==> config.mk <==
export PLATFORM = sky130hd
export DESIGN_NAME = classifierTop
export DESIGN_NICKNAME = d
export VERILOG_FILES = /design/src/rtl/cnnPkg.sv /design/src/rtl/camCapture.sv /design/src/rtl/tileRam.sv /design/src/rtl/convEngine.sv /design/src/rtl/poolAverage.sv /design/src/rtl/fullyConnected.sv /design/src/rtl/weightRegs.sv /design/src/rtl/masterControl.sv /design/src/rtl/classifierTop.sv
export VERILOG_INCLUDE_DIRS = /design/src /design/src/include
export SDC_FILE = /design/constraint.sdc
export NUM_CORES = 2
export LEC_CHECK = 0
export BUFFER_PORTS_ARGS = -buffer_cell sky130_fd_sc_hd__buf_2
export CORE_ASPECT_RATIO = 1.4
export CORE_MARGIN = 3
export CORE_UTILIZATION = 51
export CTS_BUF_LIST = sky130_fd_sc_hd__clkbuf_16
export DETAILED_ROUTE_END_ITERATION = 16
export GPL_TIMING_DRIVEN = 0
export MAX_ROUTING_LAYER = met4
export PLACE_DENSITY = 0.7
export SYNTH_ARGS = -nofsm -noshare
export SYNTH_HDL_FRONTEND = slang
export SYNTH_SLANG_ARGS = --single-unit
==> constraint.sdc <==
create_clock -name i_clk100 -period 6.7 [get_ports i_clk100]
set_input_delay 1.34 -clock i_clk100 [delete_from_list [all_inputs] [get_ports i_clk100]]
set_output_delay 1.34 -clock i_clk100 [all_outputs]
set_load 0.02 [all_outputs]
==> src/include/cnn_defs.svh <==
`ifndef CNN_DEFS_SVH
`define CNN_DEFS_SVH

//------------------------------
// tile geometry
`define TILE_W          8
`define TILE_H          8
`define TILE_PIXELS     (`TILE_W * `TILE_H)
`define TILE_ADDR_W     6

//------------------------------
// datapath sizes
`define KERNEL_TAPS     9           // 3x3 window
`define NUM_FEATURES    4           // one per quadrant
`define POOL_SHIFT      4           // 16 results per quadrant

//------------------------------
// configuration map
`define CFG_ADDR_W      4
`define CFG_BIAS_ADDR   13          // kernel 0-8, fc weights 9-12

`endif

==> src/rtl/cnnPkg.sv <==
`default_nettype none
`include "cnn_defs.svh"

package cnnPkg;

    typedef logic [7:0]        pixel_t;            // grey value, first byte of pair
    typedef logic signed [7:0] coeff_t;
    typedef coeff_t [`KERNEL_TAPS-1:0] kernel_t;   // tap 0 top-left, row-major

    typedef logic [15:0] convOut_t;                // after relu and clipping
    typedef logic [15:0] feature_t;
    typedef feature_t [`NUM_FEATURES-1:0] featureVec_t;  // 0 tl, 1 tr, 2 bl, 3 br

    typedef struct packed {
        coeff_t [`NUM_FEATURES-1:0] weight;
        logic signed [15:0]         bias;
    } fcCfg_t;

    typedef logic signed [31:0] score_t;

    typedef struct packed {
        logic       vsync;
        logic       href;
        logic [7:0] data;
    } camBus_t;

    typedef struct packed {
        logic                    wr;
        logic [`TILE_ADDR_W-1:0] addr;
        pixel_t                  data;
    } pixWr_t;

endpackage

`default_nettype wire

==> src/rtl/camCapture.sv <==
`timescale 1ns/10ps
`default_nettype none
`include "cnn_defs.svh"

module camCapture
    import cnnPkg::*;
(
    input  wire          i_clk100,
    input  wire          i_rstN,
    input  wire camBus_t i_cam,
    input  wire          i_arm,
    output pixWr_t       o_pixWr,
    output logic         o_frameDone
);
    logic                    armed;
    logic                    inFrame;      // vsync seen since arm
    logic                    phase;        // 1 on second byte of a pair
    logic [`TILE_ADDR_W-1:0] wrAddr;
    pixel_t                  firstByte;
    logic                    takeByte;

    assign takeByte = armed && inFrame && i_cam.href;

    always_ff @(posedge i_clk100 or negedge i_rstN) begin
        if (!i_rstN) begin
            armed       <= 1'b0;
            inFrame     <= 1'b0;
            phase       <= 1'b0;
            wrAddr      <= '0;
            o_pixWr     <= '0;
            o_frameDone <= 1'b0;
        end else begin
            o_pixWr.wr  <= 1'b0;
            o_frameDone <= 1'b0;
            if (i_arm) begin
                armed   <= 1'b1;
                inFrame <= 1'b0;
                phase   <= 1'b0;
                wrAddr  <= '0;
            end else if (armed && !inFrame) begin
                inFrame <= i_cam.vsync;                  // frame starts after vsync
            end else if (takeByte) begin
                phase <= ~phase;
                if (phase) begin                         // pair complete
                    o_pixWr.wr   <= 1'b1;
                    o_pixWr.addr <= wrAddr;
                    o_pixWr.data <= firstByte;
                    wrAddr       <= wrAddr + 1'b1;
                    if (wrAddr == (`TILE_PIXELS - 1)) begin
                        armed       <= 1'b0;             // tile full
                        o_frameDone <= 1'b1;
                    end
                end
            end
        end
    end

    always_ff @(posedge i_clk100) begin
        if (takeByte && !phase)
            firstByte <= i_cam.data;                     // keep grey byte
    end

    // a finished tile stays untouched until capture is armed again
    assert property (@(posedge i_clk100) disable iff (!i_rstN)
        o_frameDone |=> (!o_pixWr.wr until i_arm))
        else $error("camCapture: pixel write after full tile");

endmodule

`default_nettype wire

==> src/rtl/tileRam.sv <==
`timescale 1ns/10ps
`default_nettype none
`include "cnn_defs.svh"

module tileRam
    import cnnPkg::*;
(
    input  wire                    i_clk100,
    input  wire pixWr_t            i_pixWr,
    input  wire [`TILE_ADDR_W-1:0] i_rdAddr,
    output pixel_t                 o_rdData
);
    pixel_t mem [`TILE_PIXELS];

    always_ff @(posedge i_clk100) begin
        if (i_pixWr.wr)
            mem[i_pixWr.addr] <= i_pixWr.data;
        o_rdData <= mem[i_rdAddr];                       // one cycle read latency
    end

endmodule

`default_nettype wire

==> src/rtl/convEngine.sv <==
`timescale 1ns/10ps
`default_nettype none
`include "cnn_defs.svh"

module convEngine
    import cnnPkg::*;
(
    input  wire                      i_clk100,
    input  wire                      i_rstN,
    input  wire                      i_start,
    input  wire kernel_t             i_kernel,
    input  wire pixel_t              i_rdData,
    output logic [`TILE_ADDR_W-1:0]  o_rdAddr,
    output logic                     o_resValid,
    output logic [`TILE_ADDR_W-1:0]  o_resPos,
    output convOut_t                 o_res,
    output logic                     o_done
);
    localparam logic [3:0] LAST_PHASE = 4'd9;            // result cycle after 9 taps

    logic                    running;
    logic [`TILE_ADDR_W-1:0] pos;
    logic [3:0]              phase;
    logic                    active;
    logic                    lastPhase;
    logic [1:0]              tapRow;
    logic [1:0]              tapCol;
    logic [4:0]              nRow;
    logic [4:0]              nCol;
    logic                    padded;
    logic                    accEn;
    logic                    tapPad;
    coeff_t                  tapW;
    logic signed [16:0]      product;
    logic signed [19:0]      acc;
    logic signed [19:0]      sum;
    convOut_t                clipped;

    assign active    = running || i_start;               // start cycle is tap 0 of pos 0
    assign lastPhase = running && (phase == LAST_PHASE);

    //------------------------------
    // neighbour address and padding
    always_comb begin
        tapRow = 2'(phase / 4'd3);
        tapCol = 2'(phase % 4'd3);
        nRow   = {2'b00, pos[5:3]} + {3'b000, tapRow} - 5'd1;   // -1..8
        nCol   = {2'b00, pos[2:0]} + {3'b000, tapCol} - 5'd1;
    end

    assign padded   = nRow[4] | nRow[3] | nCol[4] | nCol[3];   // outside the tile
    assign o_rdAddr = {nRow[2:0], nCol[2:0]};

    //------------------------------
    // multiply-accumulate
    assign product = $signed({1'b0, i_rdData}) * tapW;
    assign sum     = acc + ((accEn && !tapPad) ? 20'(product) : 20'sd0);

    always_comb begin
        if (sum[19])
            clipped = '0;                                // relu
        else if (|sum[18:16])
            clipped = 16'hFFFF;                          // saturate
        else
            clipped = sum[15:0];
    end

    always_ff @(posedge i_clk100 or negedge i_rstN) begin
        if (!i_rstN) begin
            running    <= 1'b0;
            pos        <= '0;
            phase      <= '0;
            accEn      <= 1'b0;
            acc        <= '0;
            o_resValid <= 1'b0;
            o_done     <= 1'b0;
        end else begin
            accEn      <= active && (phase != LAST_PHASE);
            o_resValid <= lastPhase;
            o_done     <= lastPhase && (pos == (`TILE_PIXELS - 1));
            if (i_start)
                running <= 1'b1;
            if (active) begin
                if (phase == LAST_PHASE) begin
                    phase <= '0;
                    pos   <= pos + 1'b1;
                    acc   <= '0;                         // fresh sum per position
                    if (pos == (`TILE_PIXELS - 1))
                        running <= 1'b0;
                end else begin
                    phase <= phase + 1'b1;
                    acc   <= sum;
                end
            end
        end
    end

    always_ff @(posedge i_clk100) begin
        if (active && (phase != LAST_PHASE)) begin
            tapPad <= padded;                            // used with next cycle's data
            tapW   <= i_kernel[phase];
        end
        if (lastPhase) begin
            o_res    <= clipped;
            o_resPos <= pos;
        end
    end

    // sequencer must not restart the engine mid-tile
    assert property (@(posedge i_clk100) disable iff (!i_rstN)
        i_start |-> !running)
        else $error("convEngine: start while running");

endmodule

`default_nettype wire

==> src/rtl/poolAverage.sv <==
`timescale 1ns/10ps
`default_nettype none
`include "cnn_defs.svh"

module poolAverage
    import cnnPkg::*;
(
    input  wire                    i_clk100,
    input  wire                    i_rstN,
    input  wire                    i_clear,
    input  wire                    i_resValid,
    input  wire [`TILE_ADDR_W-1:0] i_resPos,
    input  wire convOut_t          i_res,
    output featureVec_t            o_features
);
    logic [19:0] sums [`NUM_FEATURES];
    logic [1:0]  quad;

    assign quad = {i_resPos[5], i_resPos[2]};            // row bit 2, col bit 2

    always_ff @(posedge i_clk100 or negedge i_rstN) begin
        if (!i_rstN) begin
            for (int q = 0; q < `NUM_FEATURES; q++)
                sums[q] <= '0;
        end else if (i_clear) begin
            for (int q = 0; q < `NUM_FEATURES; q++)
                sums[q] <= '0;                           // new tile
        end else if (i_resValid) begin
            sums[quad] <= sums[quad] + 20'(i_res);
        end
    end

    // average of 16 results, truncated
    always_comb begin
        for (int q = 0; q < `NUM_FEATURES; q++)
            o_features[q] = feature_t'(sums[q] >> `POOL_SHIFT);
    end

endmodule

`default_nettype wire

==> src/rtl/fullyConnected.sv <==
`timescale 1ns/10ps
`default_nettype none
`include "cnn_defs.svh"

module fullyConnected
    import cnnPkg::*;
(
    input  wire              i_clk100,
    input  wire              i_rstN,
    input  wire              i_start,
    input  wire featureVec_t i_features,
    input  wire fcCfg_t      i_fc,
    output score_t           o_score,
    output logic             o_led,
    output logic             o_done
);
    logic               running;
    logic [1:0]         idx;                             // feature being added
    score_t             acc;
    score_t             sum;
    logic signed [24:0] product;

    assign product = $signed(i_fc.weight[idx]) * $signed({1'b0, i_features[idx]});
    assign sum     = acc + product;

    always_ff @(posedge i_clk100 or negedge i_rstN) begin
        if (!i_rstN) begin
            running <= 1'b0;
            idx     <= '0;
            acc     <= '0;
            o_score <= '0;
            o_led   <= 1'b0;
            o_done  <= 1'b0;
        end else begin
            o_done <= 1'b0;
            if (i_start) begin
                running <= 1'b1;
                idx     <= '0;
                acc     <= score_t'(i_fc.bias);          // sign-extended bias
            end else if (running) begin
                idx <= idx + 1'b1;
                acc <= sum;
                if (idx == 2'd3) begin
                    running <= 1'b0;
                    o_score <= sum;
                    o_led   <= sum[31];                  // sign drives the led
                    o_done  <= 1'b1;
                end
            end
        end
    end

endmodule

`default_nettype wire

==> src/rtl/weightRegs.sv <==
`timescale 1ns/10ps
`default_nettype none
`include "cnn_defs.svh"

module weightRegs
    import cnnPkg::*;
(
    input  wire                   i_clk100,
    input  wire                   i_rstN,
    input  wire                   i_cfgWr,
    input  wire [`CFG_ADDR_W-1:0] i_cfgAddr,
    input  wire [15:0]            i_cfgData,
    output kernel_t               o_kernel,
    output fcCfg_t                o_fc
);
    logic [1:0] fcIdx;

    assign fcIdx = 2'(i_cfgAddr - `KERNEL_TAPS);         // fc weights follow the kernel

    always_ff @(posedge i_clk100 or negedge i_rstN) begin
        if (!i_rstN) begin
            o_kernel <= '0;
            o_fc     <= '0;
        end else if (i_cfgWr) begin
            if (i_cfgAddr < `KERNEL_TAPS)
                o_kernel[i_cfgAddr] <= coeff_t'(i_cfgData[7:0]);
            else if (i_cfgAddr < `CFG_BIAS_ADDR)
                o_fc.weight[fcIdx] <= coeff_t'(i_cfgData[7:0]);
            else if (i_cfgAddr == `CFG_BIAS_ADDR)
                o_fc.bias <= i_cfgData;
            // anything above the bias is dropped
        end
    end

endmodule

`default_nettype wire

==> src/rtl/masterControl.sv <==
`timescale 1ns/10ps
`default_nettype none

module masterControl (
    input  wire  i_clk100,
    input  wire  i_rstN,
    input  wire  i_start,
    input  wire  i_frameDone,
    input  wire  i_convDone,
    input  wire  i_fcDone,
    output logic o_arm,
    output logic o_convStart,
    output logic o_fcStart,
    output logic o_busy,
    output logic o_done
);
    typedef enum logic [2:0] {IDLE, CAPTURE, CONV, SETTLE, SCORE} state_t;

    state_t state;

    always_ff @(posedge i_clk100 or negedge i_rstN) begin
        if (!i_rstN) begin
            state       <= IDLE;
            o_arm       <= 1'b0;
            o_convStart <= 1'b0;
            o_fcStart   <= 1'b0;
        end else begin
            o_arm       <= 1'b0;
            o_convStart <= 1'b0;
            o_fcStart   <= 1'b0;
            case (state)
                IDLE: if (i_start) begin                 // start ignored elsewhere
                    state <= CAPTURE;
                    o_arm <= 1'b1;
                end
                CAPTURE: if (i_frameDone) begin
                    state       <= CONV;
                    o_convStart <= 1'b1;
                end
                CONV: if (i_convDone)
                    state <= SETTLE;
                SETTLE: begin                            // let last feature land
                    state     <= SCORE;
                    o_fcStart <= 1'b1;
                end
                SCORE: if (i_fcDone)
                    state <= IDLE;
                default: state <= IDLE;
            endcase
        end
    end

    assign o_busy = (state != IDLE);
    assign o_done = (state == SCORE) && i_fcDone;        // same cycle as new score

    // each stage reports back only while it is the active one
    assert property (@(posedge i_clk100) disable iff (!i_rstN)
        (!i_frameDone || state == CAPTURE) && (!i_convDone || state == CONV) &&
        (!i_fcDone || state == SCORE))
        else $error("masterControl: stage done outside its state");

endmodule

`default_nettype wire

==> src/rtl/classifierTop.sv <==
`timescale 1ns/10ps
`default_nettype none
`include "cnn_defs.svh"

module classifierTop
    import cnnPkg::*;
(
    input  wire                   i_clk100,
    input  wire                   i_rstN,
    input  wire camBus_t          i_cam,
    input  wire                   i_start,
    input  wire                   i_cfgWr,
    input  wire [`CFG_ADDR_W-1:0] i_cfgAddr,
    input  wire [15:0]            i_cfgData,
    output logic                  o_busy,
    output logic                  o_done,
    output score_t                o_score,
    output logic                  o_led
);
    pixWr_t                  pixWr;
    pixel_t                  rdData;
    logic [`TILE_ADDR_W-1:0] rdAddr;
    logic [`TILE_ADDR_W-1:0] resPos;
    logic                    resValid;
    convOut_t                res;
    featureVec_t             features;
    kernel_t                 kernel;
    fcCfg_t                  fcCfg;
    logic                    arm, frameDone;
    logic                    convStart, convDone;
    logic                    fcStart, fcDone;

    //------------------------------
    camCapture camCaptureBlock (
        .i_clk100(i_clk100),
        .i_rstN(i_rstN),
        .i_cam(i_cam),
        .i_arm(arm),
        .o_pixWr(pixWr),
        .o_frameDone(frameDone)
    );

    tileRam tileRamBlock (
        .i_clk100(i_clk100),
        .i_pixWr(pixWr),
        .i_rdAddr(rdAddr),
        .o_rdData(rdData)
    );

    //------------------------------
    convEngine convEngineBlock (
        .i_clk100(i_clk100),
        .i_rstN(i_rstN),
        .i_start(convStart),
        .i_kernel(kernel),
        .i_rdData(rdData),
        .o_rdAddr(rdAddr),
        .o_resValid(resValid),
        .o_resPos(resPos),
        .o_res(res),
        .o_done(convDone)
    );

    poolAverage poolAverageBlock (
        .i_clk100(i_clk100),
        .i_rstN(i_rstN),
        .i_clear(convStart),                             // sums restart with each tile
        .i_resValid(resValid),
        .i_resPos(resPos),
        .i_res(res),
        .o_features(features)
    );

    fullyConnected fullyConnectedBlock (
        .i_clk100(i_clk100),
        .i_rstN(i_rstN),
        .i_start(fcStart),
        .i_features(features),
        .i_fc(fcCfg),
        .o_score(o_score),
        .o_led(o_led),
        .o_done(fcDone)
    );

    //------------------------------
    weightRegs weightRegsBlock (
        .i_clk100(i_clk100),
        .i_rstN(i_rstN),
        .i_cfgWr(i_cfgWr),
        .i_cfgAddr(i_cfgAddr),
        .i_cfgData(i_cfgData),
        .o_kernel(kernel),
        .o_fc(fcCfg)
    );

    masterControl masterControlBlock (
        .i_clk100(i_clk100),
        .i_rstN(i_rstN),
        .i_start(i_start),
        .i_frameDone(frameDone),
        .i_convDone(convDone),
        .i_fcDone(fcDone),
        .o_arm(arm),
        .o_convStart(convStart),
        .o_fcStart(fcStart),
        .o_busy(o_busy),
        .o_done(o_done)
    );

endmodule

`default_nettype wire

# Yosys cells after proc, flatten, opt, wreduce, memory -nomap -nowiden
# Memories as Yosys holds them, arrays and structs flattened. A register that Yosys moved wholly into a read port is not among the register bits.
# Index checks and enable logic that the tools add are counted.
# word_totals
in_bits	34
ram_bits	512
word_cells	208
out_inout_bits	35
ff_bits	373
n_memories	1
# memory_table
name	words	width	rd	rd_ports_with_merged_regs	write_ports	line	rtl
tileRamBlock.mem	64	8	1	1	1	tileRam.sv:13	pixel_t mem [`TILE_PIXELS];
# op_classes
mul	2
mux	73
n_reduce_logical	35
div_mod_pow	2
eq_ne	15
n_lt_le_gt_ge	10
bitwise_logic	10
addsub	12
# op_table
cell	count
80-bit 2-to-1 mux	2
20-bit 2-to-1 mux	5
80-bit bitwise mux	1
72-bit bitwise mux	1
32-bit 2-to-1 mux	2
15-bit 2-to-1 mux	4
20-bit binary-select mux with 2-bit select	1
20-bit demux with 2-bit select	1
32-bit by 25-bit adder with 32-bit output	1
16-bit binary-select mux with 2-bit select	1
8-bit binary-select mux with 4-bit select	1
32-bit bitwise mux	1
8-bit demux with 4-bit select	1
1-bit 2-to-1 mux	32
16-bit 2-to-1 mux	2
8-bit 2-to-1 mux	4
8-bit by 17-bit multiplier with 25-bit output	1
6-bit 2-to-1 mux	4
20-bit by 16-bit adder with 20-bit output	1
20-bit adder	1
9-bit by 8-bit multiplier with 17-bit output	1
8-bit binary-select mux with 2-bit select	1
8-bit demux with 2-bit select	1
4-bit AND reduction	4
40 further kinds	85

# Depth between registers and ports, before layout
# logic_depth
depth_word	8
depth_mapped	31
mapped_depth_nobuf	30

# By module
# From an unflattened synthesis, not the netlist that was laid out.
# unflattened
hier_cells	3437
hier_area_um2	46878.7
# modules_own_cells
module	seq_area_each_um2	cells_per_inst	n_inst	area_per_inst_um2
tileRam	15534.9	940	1	20166.8
fullyConnected	1701.6	939	1	9002.4
convEngine	1781.7	666	1	6567.5
poolAverage	2001.9	510	1	5029.8
weightRegs	3002.9	277	1	4604.4
camCapture	865.8	83	1	1244.9
masterControl	150.1	22	1	262.8

# Worst setup path before layout
# Ideal clock, no wire load.
# synth_path
kind	flip-flop to flip-flop
start	register fullyConnectedBlock.idx[0]
end	register fullyConnectedBlock.acc[29]
path_stages_with_launch	21
slack_ps	-120
synth_period_minus_slack_ps	6820
setup_ps	130
path_buffers	3
required_ps	6570
arrival_ps	6690
cell_sequence	dfrtp_1 clkbuf_1 buf_1 mux4_2 clkbuf_1 nand2_1 fa_1 fa_1 inv_1 fa_1 fa_1 fa_1 ha_1 or2_2 a31oi_1 o21bai_1 a211oi_1 o31ai_1 a311o_1 nor4b_1 nor3_1
# synth_via
elab_chain_cells	6
elab_cells_between_ends	8
classes_between	add/sub (1); mul (1); mux (6)
# synth_rtl
element	line	rtl
from (decl)	fullyConnected.sv:18	logic [1:0] idx;
from (signal assigned)	fullyConnected.sv:41	idx <= idx + 1'b1;
8-bit binary-select mux with 2-bit select / 16-bit binary-select mux with 2-bit select (equally long branches)	fullyConnected.sv:23	assign product = $signed(i_fc.weight[idx]) * $signed({1'b0, i_features[idx]});
8-bit 2-to-1 mux (implied by the code) / 16-bit 2-to-1 mux (equally long branches)	fullyConnected.sv:23	
8-bit by 17-bit multiplier with 25-bit output *	fullyConnected.sv:23	
32-bit by 25-bit adder with 32-bit output *	fullyConnected.sv:24	assign sum = acc + product;
32-bit 2-to-1 mux *	fullyConnected.sv:40	end else if (running) begin
32-bit 2-to-1 mux *	fullyConnected.sv:36	if (i_start) begin
to (signal assigned)	fullyConnected.sv:39	acc <= score_t'(i_fc.bias);
to (signal assigned)	fullyConnected.sv:42	acc <= sum;
to (decl)	fullyConnected.sv:19	score_t acc;
# Mark *: on every way between the ends. The rest lies on a longest branch, timed or not. The select of a mux whose other input is x is not followed.
# A chain may end at the register's enable or synchronous reset.

# Final worst setup path
# layout_path
start	register convEngineBlock.tapW[4]
end	register convEngineBlock.o_res[13], data pin
# layout_via
elab_chain_cells	5
# layout_rtl
element	line	rtl
from (decl)	convEngine.sv:33	coeff_t tapW;
from (signal assigned)	convEngine.sv:101	tapW <= i_kernel[phase];
9-bit by 8-bit multiplier with 17-bit output *	convEngine.sv:56	assign product = $signed({1'b0, i_rdData}) * tapW;
20-bit 2-to-1 mux *	convEngine.sv:57	assign sum = acc + ((accEn && !tapPad) ? 20'(product) : 20'sd0);
20-bit adder *	convEngine.sv:57	
3-bit OR reduction	convEngine.sv:62	else if (|sum[18:16])
16-bit 2-to-1 mux	convEngine.sv:62	
to (signal assigned)	convEngine.sv:104	o_res <= clipped;
to (decl)	convEngine.sv:16	output convOut_t o_res,
# Mark *: on every way between the ends. The rest lies on a longest branch, timed or not.

==> flow_summary.json <==
{
  "outcome": "complete, no violations",
  "grt.overflow.total": 0,
  "syn_avg_cell_area_um2": 12.54,
  "timing.critical_path.to_type": "flop",
  "htree_levels": 3,
  "comb_power_share": 0.121,
  "cts_num_sinks": 888,
  "power_density_nw_per_um2": 261.5,
  "post_layout_nonfiller_instances": 5076,
  "tritoncts": "done",
  "finalWorstSetupSlack_ns": 0.1547,
  "final_design_area_no_fill_um2": 51150,
  "die_h_um": 358.6,
  "post-synth-top-area-fraction": 0.3626,
  "post-route-util": 0.5839,
  "core-area_um2": 87600,
  "fmax_mhz": 152.8,
  "crit_buf_inv": 3,
  "initial_antenna_violation_count": 1,
  "max-vdd-ir-drop_mv": 0.4063,
  "path_class": "reg2reg",
  "number_of_violations_of_the_max_capacitance_limit": 0,
  "finish.net_count": 4200,
  "grt_pass1_vias": 30540,
  "critical-path-top-delay-family": "adder cells",
  "post_drt_via_cell_ratio": 5.883,
  "port_buffers": 68,
  "seq_power_share": 0.519,
  "finalMaxSlewViolations": 0,
  "cts_max_path_buffers": 3,
  "cts.reportedPaths.clkPinSlew_ns": 0.07,
  "clock_latency_ns": 0.68,
  "slew_headroom": 0.2112,
  "gpl.final_weighted_congestion": 0.9202,
  "holdCritPathClass": "reg2reg",
  "placed_cell_area_um2": 47380,
  "syn_to_final_growth_pct": 12.92,
  "fin_setup_tns_ns": 0,
  "grt_usage": 0.2615,
  "route.detailed.drc": 0,
  "root_buffer": "clkbuf_16",
  "synthesis.yosys.warnings": 0,
  "share_of_layout_cells_above_drive_strength_1": 0.1752,
  "grt_setup_unrepaired": "true",
  "static-leakage-power_nw": 21.03,
  "drt_first_iter_violations": 2722,
  "std_cell_rows": 128,
  "io_pins": 69,
  "timing.final.hold_violations": 0,
  "synth-seq-area-share": 0.5501,
  "dr_total_vias": 29860,
  "library_cell_appearing_most_often_on_the_critical_path": "a21o_1",
  "synth_ff_type": "edfxtp_1",
  "wire_per_inst_um": 22.99,
  "fin_worst_hold_slack_ns": 0.4627,
  "cts-buffers-inserted": 87,
  "synth_enable_flop_cells": 547,
  "netSwitchingPower_mw": 3.551,
  "syn-instance-count": 3613,
  "worst_path_max_delay_cell": "fa_1",
  "finalWirelength_mm": 116.7,
  "yosysUniqueCellTypes": 78,
  "total_power_mw": 13.38,
  "clock_skew_ns": 0.03971,
  "placement.setup.worst_slack_ns": -1.275,
  "period_share": 0.9769,
  "synth.cell_area_um2": 45300,
  "postSynthNetCount": 3977,
  "cell_accounting_for_the_most_synthesized_area": "edfxtp_1",
  "power_switching_share": 0.2655,
  "post_cts_hold_buffer_count": 0,
  "place.detailed.hpwl_mm": 84.16,
  "timing.critical_path.required_ns": 7.09,
  "grt_first_pass_wirelength_mm": 179.3,
  "worst_ep_arrival_time_ns": 6.94,
  "synth-seq-cells": 888,
  "fp.dieArea_um2": 92490,
  "post_synth_main_area_contributors": "edfxtp_1 36%, dfrtp_1 18%, fa_1 6.5%, ha_1 5.0%, mux4_2 5.0%",
  "clock_power_share": 0.360,
  "grt_start_max_net_pins": 101,
  "critical_path_peak_fanout": 6,
  "p_int_mw": 9.826,
  "die-width_um": 257.9,
  "report.final.setup_viol": 0,
  "initial_core_utilization": 0.5171,
  "critical_path.startpoint_type": "flop",
  "numPlacedInstances": 4863,
  "synth_async_sr_flop_share": 0.3750,
  "drtAntennaViolNets": 0,
  "worstMarginPinSlew_ns": 1.174,
  "finalCriticalPeriod_ns": 6.545,
  "cpPeakStageDelay_ns": 0.59,
  "drt_pre_antenna_iters": 5
}
power groups by stage:
stage	registers [mW]	clock network, mW	logic [mW]
6_report	6.94	4.82	1.62
5_1_grt	6.98	5.09	1.76
4_1_cts	6.94	4.87	1.60
3_5_place_dp	7.05	0	1.58
3_3_place_gp	7.41	0	1.08
2_1_floorplan	7.05	0	0.771
Yosys cell counts (9+ instances only):
library cell / number
nor3_1: 27
a21o_1: 37
mux2i_1: 41
and2_1: 103
ha_1: 182
inv_1: 197
fa_1: 148
edfxtp_1: 547
a31oi_1: 34
buf_1: 24
o21a_1: 10
nor2_1: 200
xor2_1: 36
o31ai_1: 18
o211ai_1: 22
a32oi_1: 22
a21oi_1: 83
nor2b_1: 19
buf_2: 17
nand4_1: 17
clkbuf_1: 124
a22o_1: 66
nand2_1: 548
o21bai_1: 11
nand3_1: 150
mux2_2: 144
nand3b_1: 10
a21oi_2: 9
nand2b_1: 37
and3_1: 15
o2111ai_1: 27
mux4_2: 100
o22ai_1: 12
xnor2_1: 56
o21ai_0: 95
dfrtp_1: 333
layer usage:
metal  vias to the layer above  routed length (um)  GRT usage
li1                      13370                   -          -
met1                     15090               41660     0.2869
met4                         0                7331     0.1484
met3                       340                6176    0.02973
met2                      1062               61530     0.4635
met5                         -                   0          -
worst paths after layout:
kind	endpoint	start	depth (start not counted)	slack, ns
min in group asynchronous	poolAverageBlock.o_features[9]	i_rstN	1	0.62
max in group asynchronous	weightRegsBlock.o_kernel[15]	i_rstN	2	5.12
max	convEngineBlock.o_res[13]	convEngineBlock.tapW[4]	25	0.15
max reg2reg	convEngineBlock.o_res[13]	convEngineBlock.tapW[4]	25	0.15
min reg2reg	masterControlBlock.state[2]	fullyConnectedBlock.o_done	1	0.46
min	masterControlBlock.state[2]	fullyConnectedBlock.o_done	1	0.46
layout by cell type, fill, tap and decap left out, types with 11 or more instances in the layout:
cell type and count:
edfxtp_1 547, clkinv_1 18, nand3_1 149, nand2_1 543, o22ai_1 11, and3_1 15
buf_12 12, nor2b_1 18, fa_1 143, buf_1 15, o21ai_0 86, xnor2_1 55
mux4_2 100, a22o_1 66, ha_1 169, buf_4 54, nand4_1 17, o211ai_1 22
clkbuf_2 15, inv_1 210, nor2_1 196, nor3_1 17, o31ai_1 17, mux2i_1 40
dfrtp_1 324, and2_1 100, a31oi_1 33, o2111ai_1 27, a21oi_2 21, o21bai_1 11
clkinv_2 12, a32oi_1 22, mux2_2 144, a21o_1 37, clkbuf_1 102, nand2b_1 37
xor2_1 34, buf_2 90, a21oi_1 70, clkbuf_16 90
flip-flops by register name, summed over array words and instances (netlist names), 8 cells and up:
signal                       cells
fullyConnectedBlock.o_score     31
convEngineBlock.o_res           16
convEngineBlock.tapW             8
tileRamBlock.mem               512
camCaptureBlock.o_pixWr         15
weightRegsBlock.o_kernel        72
poolAverageBlock.o_features     64
weightRegsBlock.o_fc            48
poolAverageBlock.sums           16
fullyConnectedBlock.acc         32
convEngineBlock.acc             20
camCaptureBlock.firstByte        8
tileRamBlock.o_rdData            8
cell families after synthesis:
| group | Yosys count | share of synthesized area |
|---|---|---|
| and+or+nand+nor | 1170 | 0.1166 |
| DFF | 888 | 0.5501 |
| AOI/OAI and AO/OA | 478 | 0.07322 |
| buffers and inverters | 368 | 0.03140 |
| adders and majority gates | 330 | 0.1157 |
| muxes | 285 | 0.09457 |
| xor gates and xnor gates | 94 | 0.01851 |
final cells by class:
| cell class | instances | area (um^2) |
|---|---|---|
| multi-input combinational | 2357 | 19390 |
| fill | 7025 | 36450 |
| clock buffer | 90 | 2252 |
| clock inverter | 68 | 521.8 |
| inverter | 199 | 753.2 |
| antenna | 1 | 2.502 |
| buffer | 165 | 747.0 |
| sequential | 888 | 24940 |
| timing repair buffer | 138 | 1081 |
| tap | 1170 | 1464 |
timing repair:
action	4_1_cts	5_1_grt
buffers inserted	22	34
pin swaps	16	62
resized for setup	85	82
cloned	1	0
setup endpoints to repair	69	47
Note: power is estimated with default switching activity, not from simulation.
